==> config.mk <==
export PLATFORM = sky130hd
export DESIGN_NAME = finv_round_pack
export DESIGN_NICKNAME = d
export VERILOG_FILES = /design/src/common/finv_pkg.sv /design/src/verilog/finv_round_pack.sv
export SDC_FILE = /design/constraint.sdc
export NUM_CORES = 1
export LEC_CHECK = 0
export CAP_MARGIN = 10
export CORE_MARGIN = 10
export CORE_UTILIZATION = 50
export DETAILED_ROUTE_END_ITERATION = 6
export DONT_BUFFER_PORTS = 1
export GPL_TIMING_DRIVEN = 0
export REMOVE_ABC_BUFFERS = 1
export SLEW_MARGIN = 0
export SYNTH_ARGS = -nofsm -noshare
export SYNTH_HDL_FRONTEND = slang
export SYNTH_SLANG_ARGS = --single-unit
==> constraint.sdc <==
create_clock -name vclk -period 3.7
set_input_delay 0.37 -clock vclk [all_inputs]
set_output_delay 0.37 -clock vclk [all_outputs]
set_load 0.05 [all_outputs]
==> src/common/finv_pkg.sv <==
// shared float fields and fixed-point types; normal operands only (exponent 1 to 254)
package finv_pkg;

    // biased exponent
    typedef logic [7:0] exp_t;

    // stored mantissa, hidden one omitted
    typedef logic [22:0] mant_t;

    // significand with hidden one restored
    typedef logic [23:0] sig_t;

    // newton arithmetic word
    typedef logic [63:0] fix_t;

    // seed table entry and its index
    typedef logic [7:0] seed_t;
    typedef logic [7:0] seed_idx_t;

    // ieee-754 single precision layout
    typedef struct packed {
        logic  sign;
        exp_t  exp;
        mant_t mant;
    } fp32_t;

    // carried from stage one into stage two
    typedef struct packed {
        fp32_t op;
        fix_t  x1;
    } finv_stage_t;

    // right shifts after t*x and c*x in a newton step
    localparam int MUL_SHIFT = 31;
    localparam int SQ_SHIFT  = 32;

    // significand position inside the target word
    localparam int TARGET_LSB = 8;

    // seed position inside the initial estimate, the one sits just above it
    localparam int SEED_LSB = 23;

    // unit in last place of x2, guard/round/sticky below it
    localparam int RND_ULP = 8;

    // exponents with their own mantissa windows
    localparam exp_t EXP_TOP  = 8'd254;
    localparam exp_t EXP_NEXT = 8'd253;

endpackage
==> src/verilog/finv_round_pack.sv <==
// result exponent, mantissa selection with nearest-even rounding, float packing; no special values
`timescale 1ns/1ps

module finv_round_pack (
    input  finv_pkg::fp32_t op,
    input  finv_pkg::fix_t  x2,
    output finv_pkg::fp32_t d
);
    import finv_pkg::*;

    localparam int MW = $bits(mant_t);

    logic  mant_zero;
    exp_t  exp_res;
    mant_t mant_res;

    // rounding bits around the ulp of x2
    logic  ulp_bit;
    logic  guard_bit;
    logic  round_bit;
    logic  sticky_bit;
    logic  rnd_flag;

    mant_t win_top;
    mant_t win_next;
    mant_t win_norm;

    assign mant_zero = (op.mant == '0);

    // 1/2^(e-127) gives 254 - e for powers of two, one less otherwise
    always_comb begin
        if (op.exp == EXP_TOP) begin
            exp_res = '0;
        end else if (mant_zero) begin
            exp_res = EXP_TOP - op.exp;
        end else begin
            exp_res = EXP_NEXT - op.exp;
        end
    end

    assign ulp_bit    = x2[RND_ULP];
    assign guard_bit  = x2[RND_ULP-1];
    assign round_bit  = x2[RND_ULP-2];
    assign sticky_bit = |x2[RND_ULP-3:0];

    // ties go to even
    assign rnd_flag = (guard_bit && round_bit) ||
                      (guard_bit && !round_bit && (sticky_bit || ulp_bit));

    // windows shifted up for the two largest exponents
    assign win_next = x2[RND_ULP+MW : RND_ULP+1];
    assign win_top  = x2[RND_ULP+MW+1 : RND_ULP+2];
    assign win_norm = x2[RND_ULP+MW-1 : RND_ULP];

    always_comb begin
        if (op.exp == EXP_NEXT) begin
            mant_res = win_next;
        end else if (op.exp == EXP_TOP) begin
            mant_res = win_top;
        end else if (mant_zero) begin
            mant_res = '0;
        end else begin
            // wraps in 23 bits
            mant_res = win_norm + mant_t'(rnd_flag);
        end
    end

    assign d.sign = op.sign;
    assign d.exp  = exp_res;
    assign d.mant = mant_res;

endmodule

# [After elaboration in Yosys (flattened, before gate mapping)]
# Index checks and enable logic that the tools add are counted.
[word_totals] reg_bits=0 output_inout_bits=32 word_cells=18
[op_classes] addsub=3 eq_ne=2 mux=5 n_reduce_logical=8
[op_table] cell="23-bit two-way mux" n=3
[op_table] cell="23-bit by 1-bit adder with 23-bit output" n=1
[op_table] cell="23-bit zero test" n=1
[op_table] cell="8-bit equality test, second input constant" n=2
[op_table] cell="8-bit two-way mux" n=2
[op_table] cell="8-bit subtractor, first input constant" n=2
[op_table] cell="6-bit OR reduction" n=1
[op_table] cell="1-bit logical AND" n=3
[op_table] cell="1-bit logical OR" n=2
[op_table] cell="1-bit zero test" n=1

# [Longest topological paths before layout]
# Gate-level depths: netlist of the first run.
[logic_depth] ltp_word=8 depth_mapped=8

# [Worst setup path after synthesis of the first run]
# No wires, ideal clock.
[synth_path] path_type="input -> output" startpoint="input port x2[11]" endpoint="output port d[17] (netlist bit)" t_arrival_ns=2.580 t_required_ns=3.330 path_slack_ns=0.750 stages=6 n_path_buf=1 path_cell_list="buf_2 nand4_4 nor4_1 nand4_1 xor2_1 o21ai_0"
[synth_rtl] item="start, declared" line_no="finv_round_pack.sv:6" source="input finv_pkg::fix_t x2,"
[synth_rtl] item="end, declared" line_no="finv_round_pack.sv:7" source="output finv_pkg::fp32_t d"

==> flow_summary.toml, run 1 <==
[outcome]
status = "completed"

[logic_synthesis]
syn_area_sq_um = 1270
synthTopCellsByArea = "xor2_1 (11%), nand3_1 (11%), a21oi_1 (10%), nor2_1 (8.3%), ha_1 (5.9%)"
synth_warnings = 0
synth-seq-area-share_pct = 0
synth_area_leader_cell = "xor2_1"
yosys.area.top_type_share_pct = 11.0
syn_inst = 210
synth.avg_cell_area_sq_um = 6.05
ys_types = 37

[die]
core-area_sq_um = 2450
rows = 18
die_h_microns = 70.4
start_util_pct = 51.8
die_x_microns = 70.4
boundaryPins = 128
dieArea_sq_um = 4960

[global_routing]
overflow = 0
grt_pass1_vias = 1406
grt_max_degree = 21
gr-usage-all-layers_pct = 15.5
grt_pass1_wl_mm = 6.98
antenna_found_initial = 0

[timing]
whs_ns = 0.740
drv_slew = 0
timing.fmax_mhz = 329
worst_slack_ns = 0.662
finalCritPeriodShare_pct = 82.1
period_needed_ns = 3.04
finalSetupViolCount = 0
rsz0062_at_grt = "false"
setup-tns-final_ns = 0
maxSlewHeadroom_pct = 17.7
finalHoldViolCount = 0
worst_pin_slew_ns = 1.23

[detailed_routing]
num_vias = 1495
postRouteAntennaNets = 0
vias_per_cell = 6.53
dr.pass1.iters = 4
wl_mm = 4.35
avgRoutedWirePerCell_microns = 19.0
post-route-drc-count = 0
drt_iter0_drc = 82

[cts]
cts_hold_buf = 0
ctsResizeCount = 0
cts_setup_buffers = 0

[worst_setup_path]
crit_family = "simple AND/OR/NAND/NOR gates"
crit_path_max_incr_delay_ns = 0.83
path_max_fanout = 6
worstPathArrival_ns = 2.67
critPathKind = "in -> out"
path_cells = "and2_1 -> ha_1 -> nand2_1 -> nor4_4 -> mux2i_1 -> or4_1 -> a21oi_1"
critPathSlowestCell = "a21oi_1"
critical_path_buf_inv_count = 0
cp.required_ns = 3.33
cp-end-kind = "primary output"
start_kind = "primary input"

[power_and_ir_drop]
peakVddDrop_mv = 0.0701
p_leak_nw = 0.461
power_density_nw_per_um2 = 111

[layout]
nNetsFinal = 303
multi_input_area_sq_um = 1180
area_delta_synth_final_pct = -0.787
final_area_sq_um = 1260
drive_gt1_share_pct = 5.03
diodes = 0
seq_area_sq_um = 0
fillCellCount = 282
clkbuf_count = 0
flops_and_latches = 0

[placement]
routabilityCongestion = 0.821
hpwl_mm = 3.62
place_area_sq_um = 1260
portBuffers = 0
pre_cts_ws_ns = 0.679

[job]
cap_violations = 0

[worst_hold_path]
hold_start = "op[31]"
min_delay_path_depth = 0
hold_end = "d[31]"
min_path_type = "in -> out"
## synth_stat cells (all sizes together)
| cell type | instances |
|---|---|
| a21oi | 26 |
| a221oi | 1 |
| a22oi | 9 |
| a31oi | 3 |
| and2 | 1 |
| and3 | 3 |
| and4 | 2 |
| buf | 6 |
| clkbuf | 7 |
| ha | 6 |
| inv | 6 |
| mux2 | 1 |
| mux2i | 6 |
| nand2 | 17 |
| nand3 | 27 |
| nand4 | 6 |
| nor2 | 28 |
| nor2b | 1 |
| nor3 | 6 |
| nor3b | 1 |
| nor4 | 9 |
| o211ai | 2 |
| o21ai | 7 |
| o22ai | 1 |
| o41ai | 1 |
| or2 | 3 |
| or3 | 1 |
| or4 | 2 |
| xnor2 | 5 |
| xor2 | 16 |
## through the flow
stage | instances | util [%] | total power [W]
6_report | 229 | 51.4 | 0.000139
3_3_place_gp | 227 | 50.6 | 0.000139
4_1_cts | 229 | 51.4 | 0.000141
3_5_place_dp | 229 | 51.4 | 0.000141
5_1_grt | 229 | 51.4 | 0.000148
2_1_floorplan | 197 | - | 0.000129
## kinds of logic (layout without fill, tap and decap cells)
| kind of cell | Yosys count | in the layout | share of synthesized area (%) |
|---|---|---|---|
| buffers and inverters | 19 | 8 | 6.99 |
| AOI/OAI and AO/OA | 50 | 50 | 22.8 |
| xor gates and xnor gates | 21 | 21 | 14.5 |
| and+or+nand+nor | 107 | 107 | 44.2 |
| adders and majority gates | 6 | 6 | 5.91 |
| muxes | 7 | 7 | 5.61 |
## layout make-up
| cell class | count | share of cell area, % |
|---|---|---|
| multi-input combinational | 191 | 93.7 |
| tap | 30 | 2.98 |
| inverter | 6 | 1.79 |
| timing repair buffer | 2 | 1.49 |
## layer usage
layer	wire length, microns	GRT usage (%)	part of all wire, %
met2	2040	26.9	47
met1	1770	18.3	41
met4	0	0.439	0
met5	0	0	0
met3	540	6.07	12
## how the worst max path moves through the flow
stage,startpoint,endpoint,slack [ns],cells past startpoint
2_1_floorplan,x2[8],d[17],0.84,5
3_3_place_gp,x2[8],d[17],0.43,5
3_5_place_dp,op[1],d[26],0.68,4
4_1_cts,x2[8],d[22],0.68,7
5_1_grt,op[24],d[10],0.52,7
6_report,x2[8],d[22],0.66,7
## layout by cell type, fill, tap and decap left out, types with 3 or more instances in the layout
cell     Yosys  final
a21oi_1     26     26
a22oi_1      9      9
a31oi_1      3      3
ha_1         6      6
inv_1        6      6
mux2i_1      6      6
nand2_1     17     17
nand3_1     27     27
nand4_1      4      4
nor2_1      28     28
nor3_1       6      6
nor4_1       8      8
o21ai_1      0      7
or2_2        3      3
xnor2_1      5      5
xor2_1      16     16
## power by group
part / total, W / internal (W) / switching [W]
Clock: 0 / 0 / 0
Sequential: 0 / 0 / 0
Combinational: 0.000139 / 0.0000291 / 0.000110
Total: 0.000139 / 0.0000291 / 0.000110
Power figures use the tool's default switching activity.
==> run 2: changes to the inputs <==
ABC_AREA = 1   (was not set)
PLACE_DENSITY = 0.68   (was not set)
clock period = 2.55 ns   (was 3.7 ns; I/O delays follow)
==> flow_summary.toml, run 2 <==
[outcome]
status = "completed"

[layout]
flops_and_latches = 0
nNetsFinal = 464
diodes = 0
final_cell_mix = "nand2_1 (91), nor2_1 (79), inv_1 (61)"
fillCellCount = 386
drive_gt1_share_pct = 9.72
final_cells = 406
clkbuf_count = 0
final_common_cell = "nand2_1"
finish.utilization_pct = 57.3
area_delta_synth_final_pct = 9.93
seq_area_sq_um = 0

[worst_setup_path]
critPathKind = "in -> out"
cp.required_ns = 2.30
cp-end-kind = "primary output"
worstPathArrival_ns = 2.16
path_max_fanout = 23
start_kind = "primary input"

[logic_synthesis]
yosysMostFrequentCell = "nand2_1"
synth-seq-area-share_pct = 0
synth_xor_xnor_area_share_pct = 5.50
synthMuxAreaShare_pct = 0
synth_top_family_by_area = "simple AND/OR/NAND/NOR gates"
synth.top_cells.by_count = "nand2_1 (91), nor2_1 (80), inv_1 (61), nand3_1 (29), a21oi_1 (26)"
ys_types = 26
synth_area_leader_cell = "nand2_1"
synth.avg_cell_area_sq_um = 4.71
synth_warnings = 0
synth_compound_area_share_pct = 19.2
syn_area_sq_um = 1750
syn_inst = 372
synthAdderAreaFrac_pct = 4.29
yosys.area.top_type_share_pct = 19.5
synthSimpleGateAreaFrac_pct = 52.4
synthTopCellsByArea = "nand2_1 (20%), nor2_1 (17%), inv_1 (13%), nand3_1 (8.3%), a21oi_1 (7.4%)"

[placement]
dpl.cell_count = 406
portBuffers = 0
routabilityCongestion = 0.950
hpwl_mm = 4.59

[die]
rows = 21
dieArea_sq_um = 6270
die_x_microns = 79.2
die_h_microns = 79.2
start_util_pct = 52.1
boundaryPins = 128
core-area_sq_um = 3360

[worst_hold_path]
hold_end = "d[31]"
min_path_type = "in -> out"
hold_start = "op[31]"
min_delay_path_depth = 0

[global_routing]
gr-usage-all-layers_pct = 17.5
grt_pass1_vias = 2121
antenna_found_initial = 0
grt_pass1_wl_mm = 9.72
overflow = 0
grt_max_degree = 47

[detailed_routing]
post-route-drc-count = 0
dr.pass1.iters = 4
num_vias = 2188
vias_per_cell = 5.39
drt_iter0_drc = 153
wl_mm = 5.94
postRouteAntennaNets = 0
avgRoutedWirePerCell_microns = 14.6

[power_and_ir_drop]
power_density_nw_per_um2 = 142
p_leak_nw = 0.900
peakVddDrop_mv = 0.0711

[job]
cap_violations = 0

[timing]
maxSlewHeadroom_pct = 29.4
timing.fmax_mhz = 415
period_needed_ns = 2.41
finalCritPeriodShare_pct = 94.6
finalSetupViolCount = 0
rsz0062_at_grt = "false"
drv_slew = 0
worst_pin_slew_ns = 1.06
setup-tns-final_ns = 0
finalHoldViolCount = 0

[cts]
cts_setup_buffers = 0
cts_hold_buf = 0
## run 2: cell types whose count changed after synthesis, sizes merged, moves of 9 or more
cell | before | now
nor2 | 28 | 81
a22oi | 9 | 0
nand2 | 17 | 92
inv | 6 | 64
nor4 | 9 | 0
o21ai | 7 | 30
## run 2: routing by layer
layer / global-route usage, % / wire, microns / up-vias
li1: - / - / 1143
met1: 20.7 / 2380 / 958
met2: 30.7 / 3000 / 77
met3: 4.95 / 476 / 10
met4: 3.23 / 85 / 0
met5: 0 / 0 / -
## run 2: final cells by class
| type | count | area (sq um) | area share [%] |
|---|---|---|---|
| tap | 46 | 57.6 | 2.99 |
| inverter | 64 | 240 | 12.5 |
| multi-input combinational | 296 | 1630 | 84.5 |
## run 2: how the worst max path moves through the flow
stage | from | endpoint | slack, ns | cells after the start
3_5_place_dp | op[23] | d[15] | -0.23 | 9
2_1_floorplan | op[23] | d[24] | 0.11 | 7
3_3_place_gp | op[23] | d[24] | -0.25 | 7
5_1_grt | op[23] | d[12] | 0.002 | 9
6_report | op[23] | d[12] | 0.14 | 9
4_1_cts | op[23] | d[14] | 0.006 | 9
## run 2: cell families (layout without fill, tap and decap cells)
logic type                 count (synthesis)  in the layout
AOI/OAI and AO/OA                         63             63
buffers and inverters                     76             64
xor gates and xnor gates                  11             11
and+or+nand+nor                          216            216
adders and majority gates                  6              6
## run 2: where the power goes
part / switching [W] / total (W) / leakage [nW] / internal [W]
Sequential: 0 / 0 / 0 / 0
Combinational: 0.000207 / 0.000273 / 0.900 / 0.0000653
Clock: 0 / 0 / 0 / 0
Total: 0.000207 / 0.000273 / 0.900 / 0.0000653
## run 2: worst max-delay path, cell delays in order
cell and delay (ns):
inv_1 0.04, ha_1 0.19, nand2_1 0.06, nor2_1 0.04, nand2_2 0.37, nand2_1 0.17
inv_2 0.32, nand3_1 0.15, a21oi_2 0.54
## run 2: stage by stage
step	setup WS, ns	cell area (sq um)	total power [W]	hold WS [ns]
global placement	-0.247	1720	0.000247	0.512
finish	0.138	1930	0.000273	0.511
global route	0.00208	1930	0.000294	0.511
floorplan	0.113	1670	0.000227	0.510
CTS	0.00632	1800	0.000260	0.512
detailed placement	-0.229	1740	0.000251	0.512
## run 2: timing repair
item / CTS / global route
resized for setup: 17 / 19
pin swaps: 0 / 0
endpoints found under the hold margin: 0 / 0
endpoints found under the setup margin: 17 / 24
