`config.mk`:
```
export PLATFORM = sky130hd
export DESIGN_NAME = finv_seed_rom
export DESIGN_NICKNAME = d
export VERILOG_FILES = /design/src/common/finv_pkg.sv /design/src/newton/finv_seed_rom.sv
export SDC_FILE = /design/constraint.sdc
export NUM_CORES = 1
export LEC_CHECK = 0
export BUFFER_PORTS_ARGS = -buffer_cell sky130_fd_sc_hd__buf_2
export CAP_MARGIN = 20
export CORE_MARGIN = 2
export CORE_UTILIZATION = 50
export DETAILED_ROUTE_END_ITERATION = 6
export GPL_TIMING_DRIVEN = 0
export PLACE_DENSITY = 0.69
export SYNTH_ARGS = -nofsm -noshare
export SYNTH_HDL_FRONTEND = slang
export SYNTH_SLANG_ARGS = --single-unit
```
`constraint.sdc`:
```
create_clock -name vclk -period 2.6
set_input_delay 0 -clock vclk [all_inputs]
set_output_delay 0 -clock vclk [all_outputs]
set_load 0.02 [all_outputs]
```
`src/common/finv_pkg.sv`:
```
// shared float fields and fixed-point types; normal operands only (exponent 1 to 254)
package finv_pkg;

    // biased exponent
    typedef logic [7:0] exp_t;

    // stored mantissa, hidden one omitted
    typedef logic [22:0] mant_t;

    // significand with hidden one restored
    typedef logic [23:0] sig_t;

    // newton arithmetic word
    typedef logic [63:0] fix_t;

    // seed table entry and its index
    typedef logic [7:0] seed_t;
    typedef logic [7:0] seed_idx_t;

    // ieee-754 single precision layout
    typedef struct packed {
        logic  sign;
        exp_t  exp;
        mant_t mant;
    } fp32_t;

    // carried from stage one into stage two
    typedef struct packed {
        fp32_t op;
        fix_t  x1;
    } finv_stage_t;

    // right shifts after t*x and c*x in a newton step
    localparam int MUL_SHIFT = 31;
    localparam int SQ_SHIFT  = 32;

    // significand position inside the target word
    localparam int TARGET_LSB = 8;

    // seed position inside the initial estimate, the one sits just above it
    localparam int SEED_LSB = 23;

    // unit in last place of x2, guard/round/sticky below it
    localparam int RND_ULP = 8;

    // exponents with their own mantissa windows
    localparam exp_t EXP_TOP  = 8'd254;
    localparam exp_t EXP_NEXT = 8'd253;

endpackage
```
`src/newton/finv_seed_rom.sv`:
```
// reciprocal seed table, 256 entries from the top 8 mantissa bits; pure combinational read
`timescale 1ns/1ps

module finv_seed_rom (
    input  finv_pkg::seed_idx_t idx,
    output finv_pkg::seed_t     seed
);
    import finv_pkg::*;

    localparam int DEPTH = 2 ** $bits(seed_idx_t);

    // 2^17 over (256 + i) lands in [256, 512]
    localparam int SEED_NUM  = 131072;
    localparam int SEED_BASE = 256;
    localparam int SEED_MAX  = 2 ** $bits(seed_t) - 1;

    typedef seed_t [DEPTH-1:0] seed_tab_t;

    // seed(i) = floor(2^17 / (256 + i)) - 256, clipped to 8 bits
    function automatic seed_tab_t build_seed_tab();
        seed_tab_t tab;
        int        q;
        tab = '0;
        for (int i = 0; i < DEPTH; i++) begin
            q = SEED_NUM / (SEED_BASE + i) - SEED_BASE;
            // only i = 0 overshoots
            if (q > SEED_MAX) begin
                tab[i] = seed_t'(SEED_MAX);
            end else begin
                tab[i] = seed_t'(q);
            end
        end
        return tab;
    endfunction

    localparam seed_tab_t SEED_TAB = build_seed_tab();

    // plain indexed read, maps to a rom
    assign seed = SEED_TAB[idx];

endmodule

```
Word-level counts from Yosys, hierarchy flattened
Memories as Yosys holds them, arrays and structs flattened. Cells that the tools add are included. Widths: inputs -> output; s select.

Magnitude comparators: 1. Mux-type cells: 1.

Operators with widths (count): $lt 8x9->1 const B (1); $mux 8 (1).

Register bits after elaboration: 0. Memory bits (read-only): 2048. Input bits: 8. Output and inout bits: 8. Word-level logic and storage cells: 3. Memories: 1.

Memory list: (no name shown) (words 256, bits a word 8, rd ports 1, clocked after Yosys merged registers in 0, write ports 0, line finv_seed_rom.sv:39) `assign seed = SEED_TAB[idx];`.

Longest topological paths before layout
Gate-level depths: netlist of the first run.

Depth after elaboration: 2. Mapped depth: 9. Mapped depth without buffers: 7.

Worst setup path after synthesis of the first run
Ideal clock, no wire load.

Kind: input port to output port. Start point: input idx[0]. End point: output seed[0]. Arrival: 1.935 ns. Data required time: 2.600 ns. Slack: 0.665 ns. Stages on the path: 9. Buffers on the path: 2. Path through: clkbuf_1 inv_1 ha_1 buf_2 nand2_1 nor3b_1 a31oi_1 a311oi_1 a211oi_1.

Word-level cells in the longest chain between the ends: 2.

Ends and longest elaborated chain: start, declared (line finv_seed_rom.sv:5) `input finv_pkg::seed_idx_t idx,`; $mem_v2 256x8; $mux 8 (not written as such) (line finv_seed_rom.sv:39); end, declared (line finv_seed_rom.sv:6) `output finv_pkg::seed_t seed`.

Every way passes these cells. The select of a mux whose other input is x is not followed.

Worst setup path after layout of the first run
Start point: input idx[1]. End point: output seed[2].

The elaborated chain is that of the path after synthesis.

==> results.md, run 1 <==
- Status: finished with violations
- Violated checks: DRC
- Total wire length: 8050 um
- Synth warn: 0
- Die Area: ~4500 um^2
- Sequential cell count: 0
- Number of DRC markers in iteration 0: slightly below 600
- Row cnt: 22
- Adder-cell area share of the yosys netlist: just over 8%
- Cell Area, Synth: between 1500 and 2000 um^2
- Post-synthesis sequential area ratio: 0%
- Initial antenna violation count: 0
- Avg Vias per Cell: ~7.4
- Setup violators final: 0
- Wire length of the first global-routing pass: approximately 13000 um
- Worst-path fanout max: 10
- Max-cap violations: 0
- Final cycle utilization of the critical path: 95.5%
- Filler Cell Count: a little under 400
- Data arrival, critical path: around 2.5 ns
- Max Slew Vio Count: 0
- Post-synthesis mux area share: under 10%
- Hold Vio Cnt, Final: 0
- Register area: 0 um^2
- VDD IR max: between 0.1 and 0.15 mV
- Worst setup margin: 0.117 ns
- Setup TNS Final: 0 ns
- Worst-Margin Slew: between 0.6 and 0.7 ns
- Clk_buf instances: 0
- Critical path class: input port to output pin
- Vias in the first global route: between 2k and 2.5k
- GP Congestion: 1.07
- Total grt overflow: 0
- Postcts setup bufs: 0
- Min-Delay Path Class: input port to output pin
- Worst setup SP type: input port
- Via count: 2630
- Synth unique cells: 74
- P per Cell Area: 203 nW/um^2
- I/O Buffers: 14
- Routed Antenna Nets: 0
- Crit. Startpoint: idx[1]
- Die W: between 60 and 70 um
- Initial Utilization: between 50 and 60%
- Main combinational cell family by area after synthesis: compound AO/OA/AOI/OAI gates
- Rel. slew slack: about three fifths
- P_leak: about 0.82 nW
- Drt pass-1 iters: 7
- Core area: ~3700 um^2
- GRT Util Overall: 38.0%
- Multi-input logic area: between 1500 and 2000 um^2
- Worst EP required: 2.60 ns
- Dpl hpwl: 5870 um
- Compound-cell area share of the yosys netlist: a little over two fifths
- Die Span Y: between 60 and 70 um
- Syn avg cell area: a little under 7 um^2
- Critical Path End: seed[2]
- Fin nets: 329
- Simple-gate share of the synthesized area: 31.0%
- WL/cell: roughly 23 um
- Number of remaining DRC errors: 4
- Most frequent cells in the layout: buf_2 (26), nand2_1 (26), o21ai_0 (19)
- Placement Setup Slack: around 0.21 ns
- Ant diodes: 0
- Largest net degree at the start of global routing: 11
- Synth Area in XOR/XNOR: between 2 and 2.5%
- Cells after Synth: 293
- Area delta synth->final: 6.87%
- Peak Freq: 403 MHz
- RSZ-0062 raised after global routing: false
- # IOs: 16
- Syn_nets: ~310
- Setup crit end kind: output pin
- Hold buffers post-CTS: 0
- Layout cell share with drive strength beyond 1: between 10% and 20%
- Final min period: between 2 and 2.5 ns
## per-stage QoR
stage | hold WS, ns | utilization, % | total power, mW | area [um^2] | std cells
floorplan | 0.354 | - | 0.300 | 1980 | 293
global placement | 0.599 | 56.5 | 0.418 | 2110 | 355
detailed placement | 0.581 | 56.5 | 0.411 | 2110 | 355
CTS | 0.585 | 56.5 | 0.412 | 2110 | 355
global route | 0.631 | 56.7 | 0.459 | 2120 | 355
finish | 0.596 | 56.7 | 0.431 | 2120 | 355
## report_power, final
part | internal, mW | total (mW) | switching [mW] | leakage [nW]
sequential | 0 | 0 | 0 | 0
clock | 0 | 0 | 0 | 0
combinational | 0.160 | 0.431 | 0.271 | 0.820
total | 0.160 | 0.431 | 0.271 | 0.820
## cell usage after synthesis (3+ instances only)
library cell | instances | area, um^2
a221oi_1 | 6 | 52.6
nand2_1 | 26 | 97.6
clkbuf_1 | 7 | 26.3
or3_1 | 3 | 18.8
a21oi_1 | 14 | 70.1
o22ai_1 | 7 | 43.8
a311oi_1 | 6 | 52.6
a31oi_1 | 7 | 43.8
o211ai_1 | 6 | 45.0
o21ai_0 | 19 | 95.1
nor3_1 | 3 | 15.0
mux2i_1 | 4 | 40.0
a21o_1 | 3 | 22.5
ha_1 | 12 | 150
o2111ai_1 | 3 | 26.3
buf_2 | 12 | 60.1
buf_4 | 4 | 30.0
nand2b_1 | 10 | 62.6
o221ai_1 | 3 | 26.3
nand3_1 | 8 | 40.0
nor2b_1 | 8 | 50.1
nor3b_1 | 5 | 37.5
a211oi_1 | 4 | 30.0
buf_6 | 7 | 78.8
inv_1 | 7 | 26.3
or2b_1 | 3 | 22.5
and2_1 | 4 | 25.0
xnor2_1 | 4 | 35.0
o21ai_1 | 9 | 45.0
o31ai_1 | 3 | 22.5
o32ai_1 | 3 | 26.3
nor2_1 | 16 | 60.1
## worst min-delay path by stage
stage,start,to,slack [ns],cells past startpoint
2_1_floorplan,idx[7],seed[5],0.35,2
3_3_place_gp,idx[7],seed[4],0.60,5
3_5_place_dp,idx[7],seed[4],0.58,5
4_1_cts,idx[7],seed[4],0.59,5
5_1_grt,idx[7],seed[5],0.63,4
6_report,idx[7],seed[4],0.60,5
## layer usage
metal	vias up	GRT usage, %	routed length (um)
met2	279	56.8	3250
met1	1136	51.3	2990
li1	1154	-	-
met3	61	9.46	1370
met4	0	15.8	435
met5	-	0	0
## cell type report
type / count / share of cell area [%]
multi-input cells: 252 / 82.5
well taps: 48 / 2.83
plain buffers: 31 / 9.62
repair buffers: 14 / 3.30
inverters: 10 / 1.77
## cell families (layout without fill, tap and decap cells)
kind of cell    Yosys count  after routing
xor+xnor                  5              5
simple gates            109            109
fa+ha+maj                13             13
mux                       8              8
compound gates          117            117
buf+inv                  41             55
## worst max-delay path, stage by stage
cell and delay (ns):
buf_2 0.23, buf_4 0.22, inv_1 0.21, ha_1 0.39
nand2b_1 0.35, a311oi_1 0.32, a311oi_1 0.09, o311a_1 0.31
a21oi_1 0.17, buf_2 0.19
## repair_timing
action                                  CTS  global route
endpoints found under the setup margin    0             3
endpoints found under the hold margin     0             0
resized for setup                         0             3
Note: power is estimated with default switching activity, not from simulation.
==> run 2: changes to the inputs <==
--- a/config.mk
+++ b/config.mk
@@ -5,13 +5,14 @@
 export SDC_FILE = /design/constraint.sdc
 export NUM_CORES = 1
 export LEC_CHECK = 0
+export ABC_AREA = 1
 export BUFFER_PORTS_ARGS = -buffer_cell sky130_fd_sc_hd__buf_2
 export CAP_MARGIN = 20
 export CORE_MARGIN = 2
 export CORE_UTILIZATION = 50
 export DETAILED_ROUTE_END_ITERATION = 6
 export GPL_TIMING_DRIVEN = 0
-export PLACE_DENSITY = 0.69
+export PLACE_DENSITY = 0.7
 export SYNTH_ARGS = -nofsm -noshare
 export SYNTH_HDL_FRONTEND = slang
 export SYNTH_SLANG_ARGS = --single-unit
==> results.md, run 2 <==
- VDD IR max: about 0.086 mV
- Max Slew Vio Count: 0
- I/O Buffers: 14
- Data arrival, critical path: 1.83 ns
- Die Span Y: 63.6 um
- P_leak: ~1.1 nW
- Slowest cell on crit path: ha_1
- Final cycle utilization of the critical path: between 70% and 80%
- Synth unique cells: 29
- Post-synth top cells: nand2_1 (175), nand3_1 (46), inv_1 (26), nor2_1 (25), a21oi_1 (17)
- Wire length of the first global-routing pass: around 11000 um
- Die W: about 64 um
- Placement Setup Slack: 0.827 ns
- Post-synth top area share: a little under two fifths
- Cells after Synth: 370
- Largest net degree at the start of global routing: 12
- Post-route cell area: 1910 um^2
- Dpl hpwl: between 4000 and 5000 um
- Main area contributors after synthesis: nand2_1 (37%), nand3_1 (13%), ha_1 (8.4%), inv_1 (5.5%), nor2_1 (5.3%)
- Row cnt: 21
- Worst EP required: ~2.6 ns
- Register area: 0 um^2
- Most common cell after layout, fill and taps aside: nand2_1
- Number of remaining DRC errors: 0
- Setup crit end kind: output pin
- Post-DP Area: 1910 um^2
- Syn avg cell area: 4.81 um^2
- # IOs: 16
- Worst-path fanout max: 10
- GRT Util Overall: roughly a third
- Clk_buf instances: 0
- Max-cap violations: 0
- Initial antenna violation count: 0
- Worst-Margin Slew: 0.497 ns
- Area delta synth->final: 7.18%
- Routed Antenna Nets: 0
- Synth warn: 0
- Initial Utilization: between 50 and 60%
- Worst setup margin: 0.766 ns
- Most frequent cells in the layout: nand2_1 (175), nand3_1 (46), inv_1 (26)
- Rel. slew slack: 66.8%
- Final min period: between 1.5 and 2 ns
- RSZ-0062 raised after global routing: false
- Sequential cell count: 0
- Min-Delay Path Class: input port to output pin
- Post-synthesis sequential area ratio: 0%
- Ant diodes: 0
- Cell Area, Synth: between 1500 and 2000 um^2
- Layout cell share with drive strength beyond 1: 11.5%
- Core area: roughly 3400 um^2
- Crit. Startpoint: idx[1]
- Avg Vias per Cell: 5.89
- WL/cell: around 15 um
- Vias in the first global route: between 2k and 2.5k
- P per Cell Area: approximately 200 nW/um^2
- Filler Cell Count: 408
- Most instantiated library cell after synthesis: nand2_1
- Syn_nets: 390
- Crit path buf inv count: 5
- Fin util: a little under three fifths
- Power, Total: between 0.3 and 0.4 mW
- Hold Crit Depth: 3
- Hold buffers post-CTS: 0
- Crit path max-delay family: simple AND/OR/NAND/NOR gates
- Total grt overflow: 0
- Worst Min Path Start: idx[6]
- Peak Freq: 545 MHz
- GP Congestion: slightly below 1
- PostCTS Resize Cnt: 0
- Hold Vio Cnt, Final: 0
- Total wire length: approximately 6500 um
- Multi-input logic area: 1530 um^2
- Setup TNS Final: 0 ns
- Worst setup SP type: input port
- Drt pass-1 iters: 7
- Status: complete, no violations
- CP Cell Sequence: buf_2, inv_1, ha_1, inv_1, nand2_1, nand2_1, nand2_1, nand2_1, nand3_1, nand3_1, nand2_1, nand2_1, inv_1, buf_2
- Critical Path Max Stage Delay: approximately 0.43 ns
- Via count: 2532
- Number of DRC markers in iteration 0: between 300 and 400
- Setup violators final: 0
- Yosys top cell by area: nand2_1
- Worst path depth: 14
- Die Area: just over 4000 um^2
- Fin nets: around 410
- Cell mode on critical path: nand2_1
- Critical path class: input port to output pin
- Postcts setup bufs: 0
==> run 2: changes by cell type in the layout (fill, tap and decap cells not counted), moves of 8 or more <==
cell / before / now
inv_1: 7 / 26
nand2_1: 26 / 175
nand2b_1: 10 / 0
nand3_1: 8 / 46
nor2_1: 16 / 25
nor2b_1: 8 / 0
==> run 2: logic make-up (layout without fill, tap and decap cells) <==
logic type,Yosys count,count (layout),synth area share (%)
and+or+nand+nor,261,261,61.4
buffers and inverters,47,61,13.9
AOI/OAI and AO/OA,50,50,16.2
adders and majority gates,12,12,8.44
==> run 2: area by class of cell <==
cell class                 count  area share (%)
timing repair buffer          14            3.68
inverter                      31            6.37
tap                           46            3.02
multi-input combinational    323            80.3
buffer                        16            6.63
==> run 2: path summary, 6_finish.rpt <==
path                  endpoint
worst max-delay path   seed[0]
worst min-delay path   seed[7]
==> run 2: layer usage <==
metal	wire length, um	up-vias	GRT usage (%)
met1	2640	1073	47.2
met3	944	25	5.89
met4	176	0	10.1
met5	0	-	0
met2	2690	219	52.9
li1	-	1215	-
==> run 2: metrics by stage <==
| step | hold WS [ns] | cells |
|---|---|---|
| after global placement | 0.413 | 430 |
| after floorplan | 0.175 | 370 |
| after detailed placement | 0.411 | 430 |
| final | 0.429 | 430 |
| after CTS | 0.411 | 430 |
| after global routing | 0.445 | 430 |
==> run 2: where the power goes <==
| part | total (mW) | internal, mW | switching, mW |
|---|---|---|---|
| registers | 0 | 0 | 0 |
| clock network | 0 | 0 | 0 |
| logic | 0.387 | 0.124 | 0.263 |
==> run 3: changes to the inputs <==
--- a/config.mk
+++ b/config.mk
@@ -12,7 +12,7 @@
 export CORE_UTILIZATION = 50
 export DETAILED_ROUTE_END_ITERATION = 6
 export GPL_TIMING_DRIVEN = 0
-export PLACE_DENSITY = 0.7
+export PLACE_DENSITY = 0.73
 export SYNTH_ARGS = -nofsm -noshare
 export SYNTH_HDL_FRONTEND = slang
 export SYNTH_SLANG_ARGS = --single-unit
==> constraint.sdc (replaced) <==
create_clock -name vclk -period 1.5
set_input_delay 0 -clock vclk [all_inputs]
set_output_delay 0 -clock vclk [all_outputs]
set_load 0.02 [all_outputs]
==> results.md, run 3 (synthesized netlist as in run 2, its figures left out) <==
- Final min period: approximately 1.6 ns
- Hold buffers post-CTS: 0
- Worst setup margin: -0.0881 ns
- Number of remaining DRC errors: 0
- WL/cell: 16.2 um
- Switch share: between 60% and 70%
- Register area: 0 um^2
- VDD IR max: between 0.2 and 0.3 mV
- Drt pass-1 iters: 6
- Ant diodes: 0
- Slowest cell on crit path: ha_2
- Via count: between 2k and 3k
- Number of DRC markers in iteration 0: ~450
- Most frequent cells in the layout: nand2_1 (161), nand3_1 (46), inv_1 (21), nor2_1 (21), buf_4 (20)
- Fin util: between 60% and 70%
- Status: finished with violations
- Worst setup SP type: input port
- I/O Buffers: 14
- Die Area: approximately 4000 um^2
- Hold Vio Cnt, Final: 0
- P_leak: approximately 1.2 nW
- Data arrival, critical path: 1.59 ns
- Max Slew Vio Count: 0
- Dpl hpwl: approximately 5000 um
- # IOs: 16
- Worst-path fanout max: 8
- RSZ-0062 raised after global routing: true
- Avg Vias per Cell: about 5.9
- Worst-Margin Slew: around 0.53 ns
- Comb pwr share: 100.0%
- Total wire length: just over 7000 um
- Most common cell after layout, fill and taps aside: nand2_1
- Initial antenna violation count: 0
- Fin nets: about 420
- Switch Pwr: between 0.5 and 0.6 mW
- Final cycle utilization of the critical path: 106%
- Rel. slew slack: 64.8%
- Hold_ws: between 0.4 and 0.5 ns
- Die W: ~64 um
- Vias in the first global route: about 2.3k
- Die Span Y: between 60 and 70 um
- Critical path class: input port to output pin
- Setup violators final: 2
- Peak Freq: 630 MHz
- GRT Util Overall: 33.3%
- GP Congestion: roughly 1.0
- Total grt overflow: 0
- Filler Cell Count: 349
- Setup TNS Final: -0.0984 ns
- Int Power: between 0.2 and 0.3 mW
- Core area: ~3400 um^2
- Area delta synth->final: 25.8%
- Largest net degree at the start of global routing: 12
- Sequential power share: 0%
- Clk_buf instances: 0
- Violated checks: setup timing
- Initial Utilization: between 50% and 60%
- P per Cell Area: 361 nW/um^2
- Routed Antenna Nets: 0
- Multi-input logic area: ~1700 um^2
- CP Cell Sequence: buf_12, clkinvlp_4, buf_4, ha_2, nand2_1, nand2_1, nand2_1, nand2_1, o21ai_0, nand2_1, nand2_1, nand2_1, nand2_1, inv_1, buf_6
- Worst EP required: 1.50 ns
- Critical Path Max Stage Delay: about 0.20 ns
- Placement Setup Slack: -0.321 ns
- Layout cell share with drive strength beyond 1: between 20% and 30%
- Max-cap violations: 0
- Row cnt: 21
- Min-Delay Path Class: input port to output pin
- Cell mode on critical path: nand2_1
- Setup crit end kind: output pin
- Sequential cell count: 0
- Wire length of the first global-routing pass: ~11000 um
- Clock power frac: 0%
==> run 3: cell types whose count changed in the layout (fill, tap and decap cells not counted), sizes merged <==
| cell | before | now |
|---|---|---|
| inv | 30 | 28 |
| clkinvlp | 0 | 2 |
| buf | 29 | 44 |
==> run 3: metrics by stage <==
step | cells | area, um^2 | power (mW)
global route | 445 | 2240 | 0.875
CTS | 435 | 2010 | 0.684
finish | 445 | 2240 | 0.807
floorplan | 370 | 1780 | 0.478
detailed placement | 430 | 1910 | 0.648
global placement | 430 | 1910 | 0.653
==> run 3: area by class of cell <==
type | count | area share, %
Timing Repair Buffer | 29 | 10.7
Buffer | 16 | 5.82
Tap cell | 46 | 2.57
Multi-Input combinational cell | 323 | 74.9
Inverter | 31 | 5.98
==> run 3: worst paths after layout <==
| check | slack [ns] | end | cells after the start | startpoint |
|---|---|---|---|---|
| worst min-delay path | 0.40 | seed[7] | 3 | idx[6] |
| worst max-delay path | -0.09 | seed[0] | 15 | idx[0] |
==> run 3: power groups by stage <==
stage               Sequential, mW  Combinational, mW  Clock, mW
floorplan                        0              0.478          0
global placement                 0              0.653          0
detailed placement               0              0.648          0
CTS                              0              0.684          0
global route                     0              0.875          0
finish                           0              0.807          0
==> run 3: repair_timing <==
| item | CTS | global route |
|---|---|---|
| pin swaps | 1 | 12 |
| gates resized for setup | 17 | 51 |
| buffers inserted | 5 | 10 |
| endpoints found under the hold margin | 0 | 0 |
| setup endpoints to repair | 7 | 6 |
==> run 3: metal layers <==
| metal | part of all wire, % | vias up | global-route usage [%] | wire length [um] |
|---|---|---|---|---|
| li1 | - | 1252 | - | - |
| met1 | 37 | 1129 | 42.5 | 2680 |
| met2 | 45 | 224 | 55.5 | 3260 |
| met3 | 13 | 38 | 5.36 | 908 |
| met4 | 4.7 | 0 | 13.3 | 340 |
| met5 | 0 | - | 0 | 0 |
==> run 3: critical path, delay by kind of cell <==
kind | cells | cell delay [ns]
compound gates | 1 | 0.19
fa+ha+maj | 1 | 0.20
simple gates | 8 | 0.59
buf+inv | 5 | 0.61
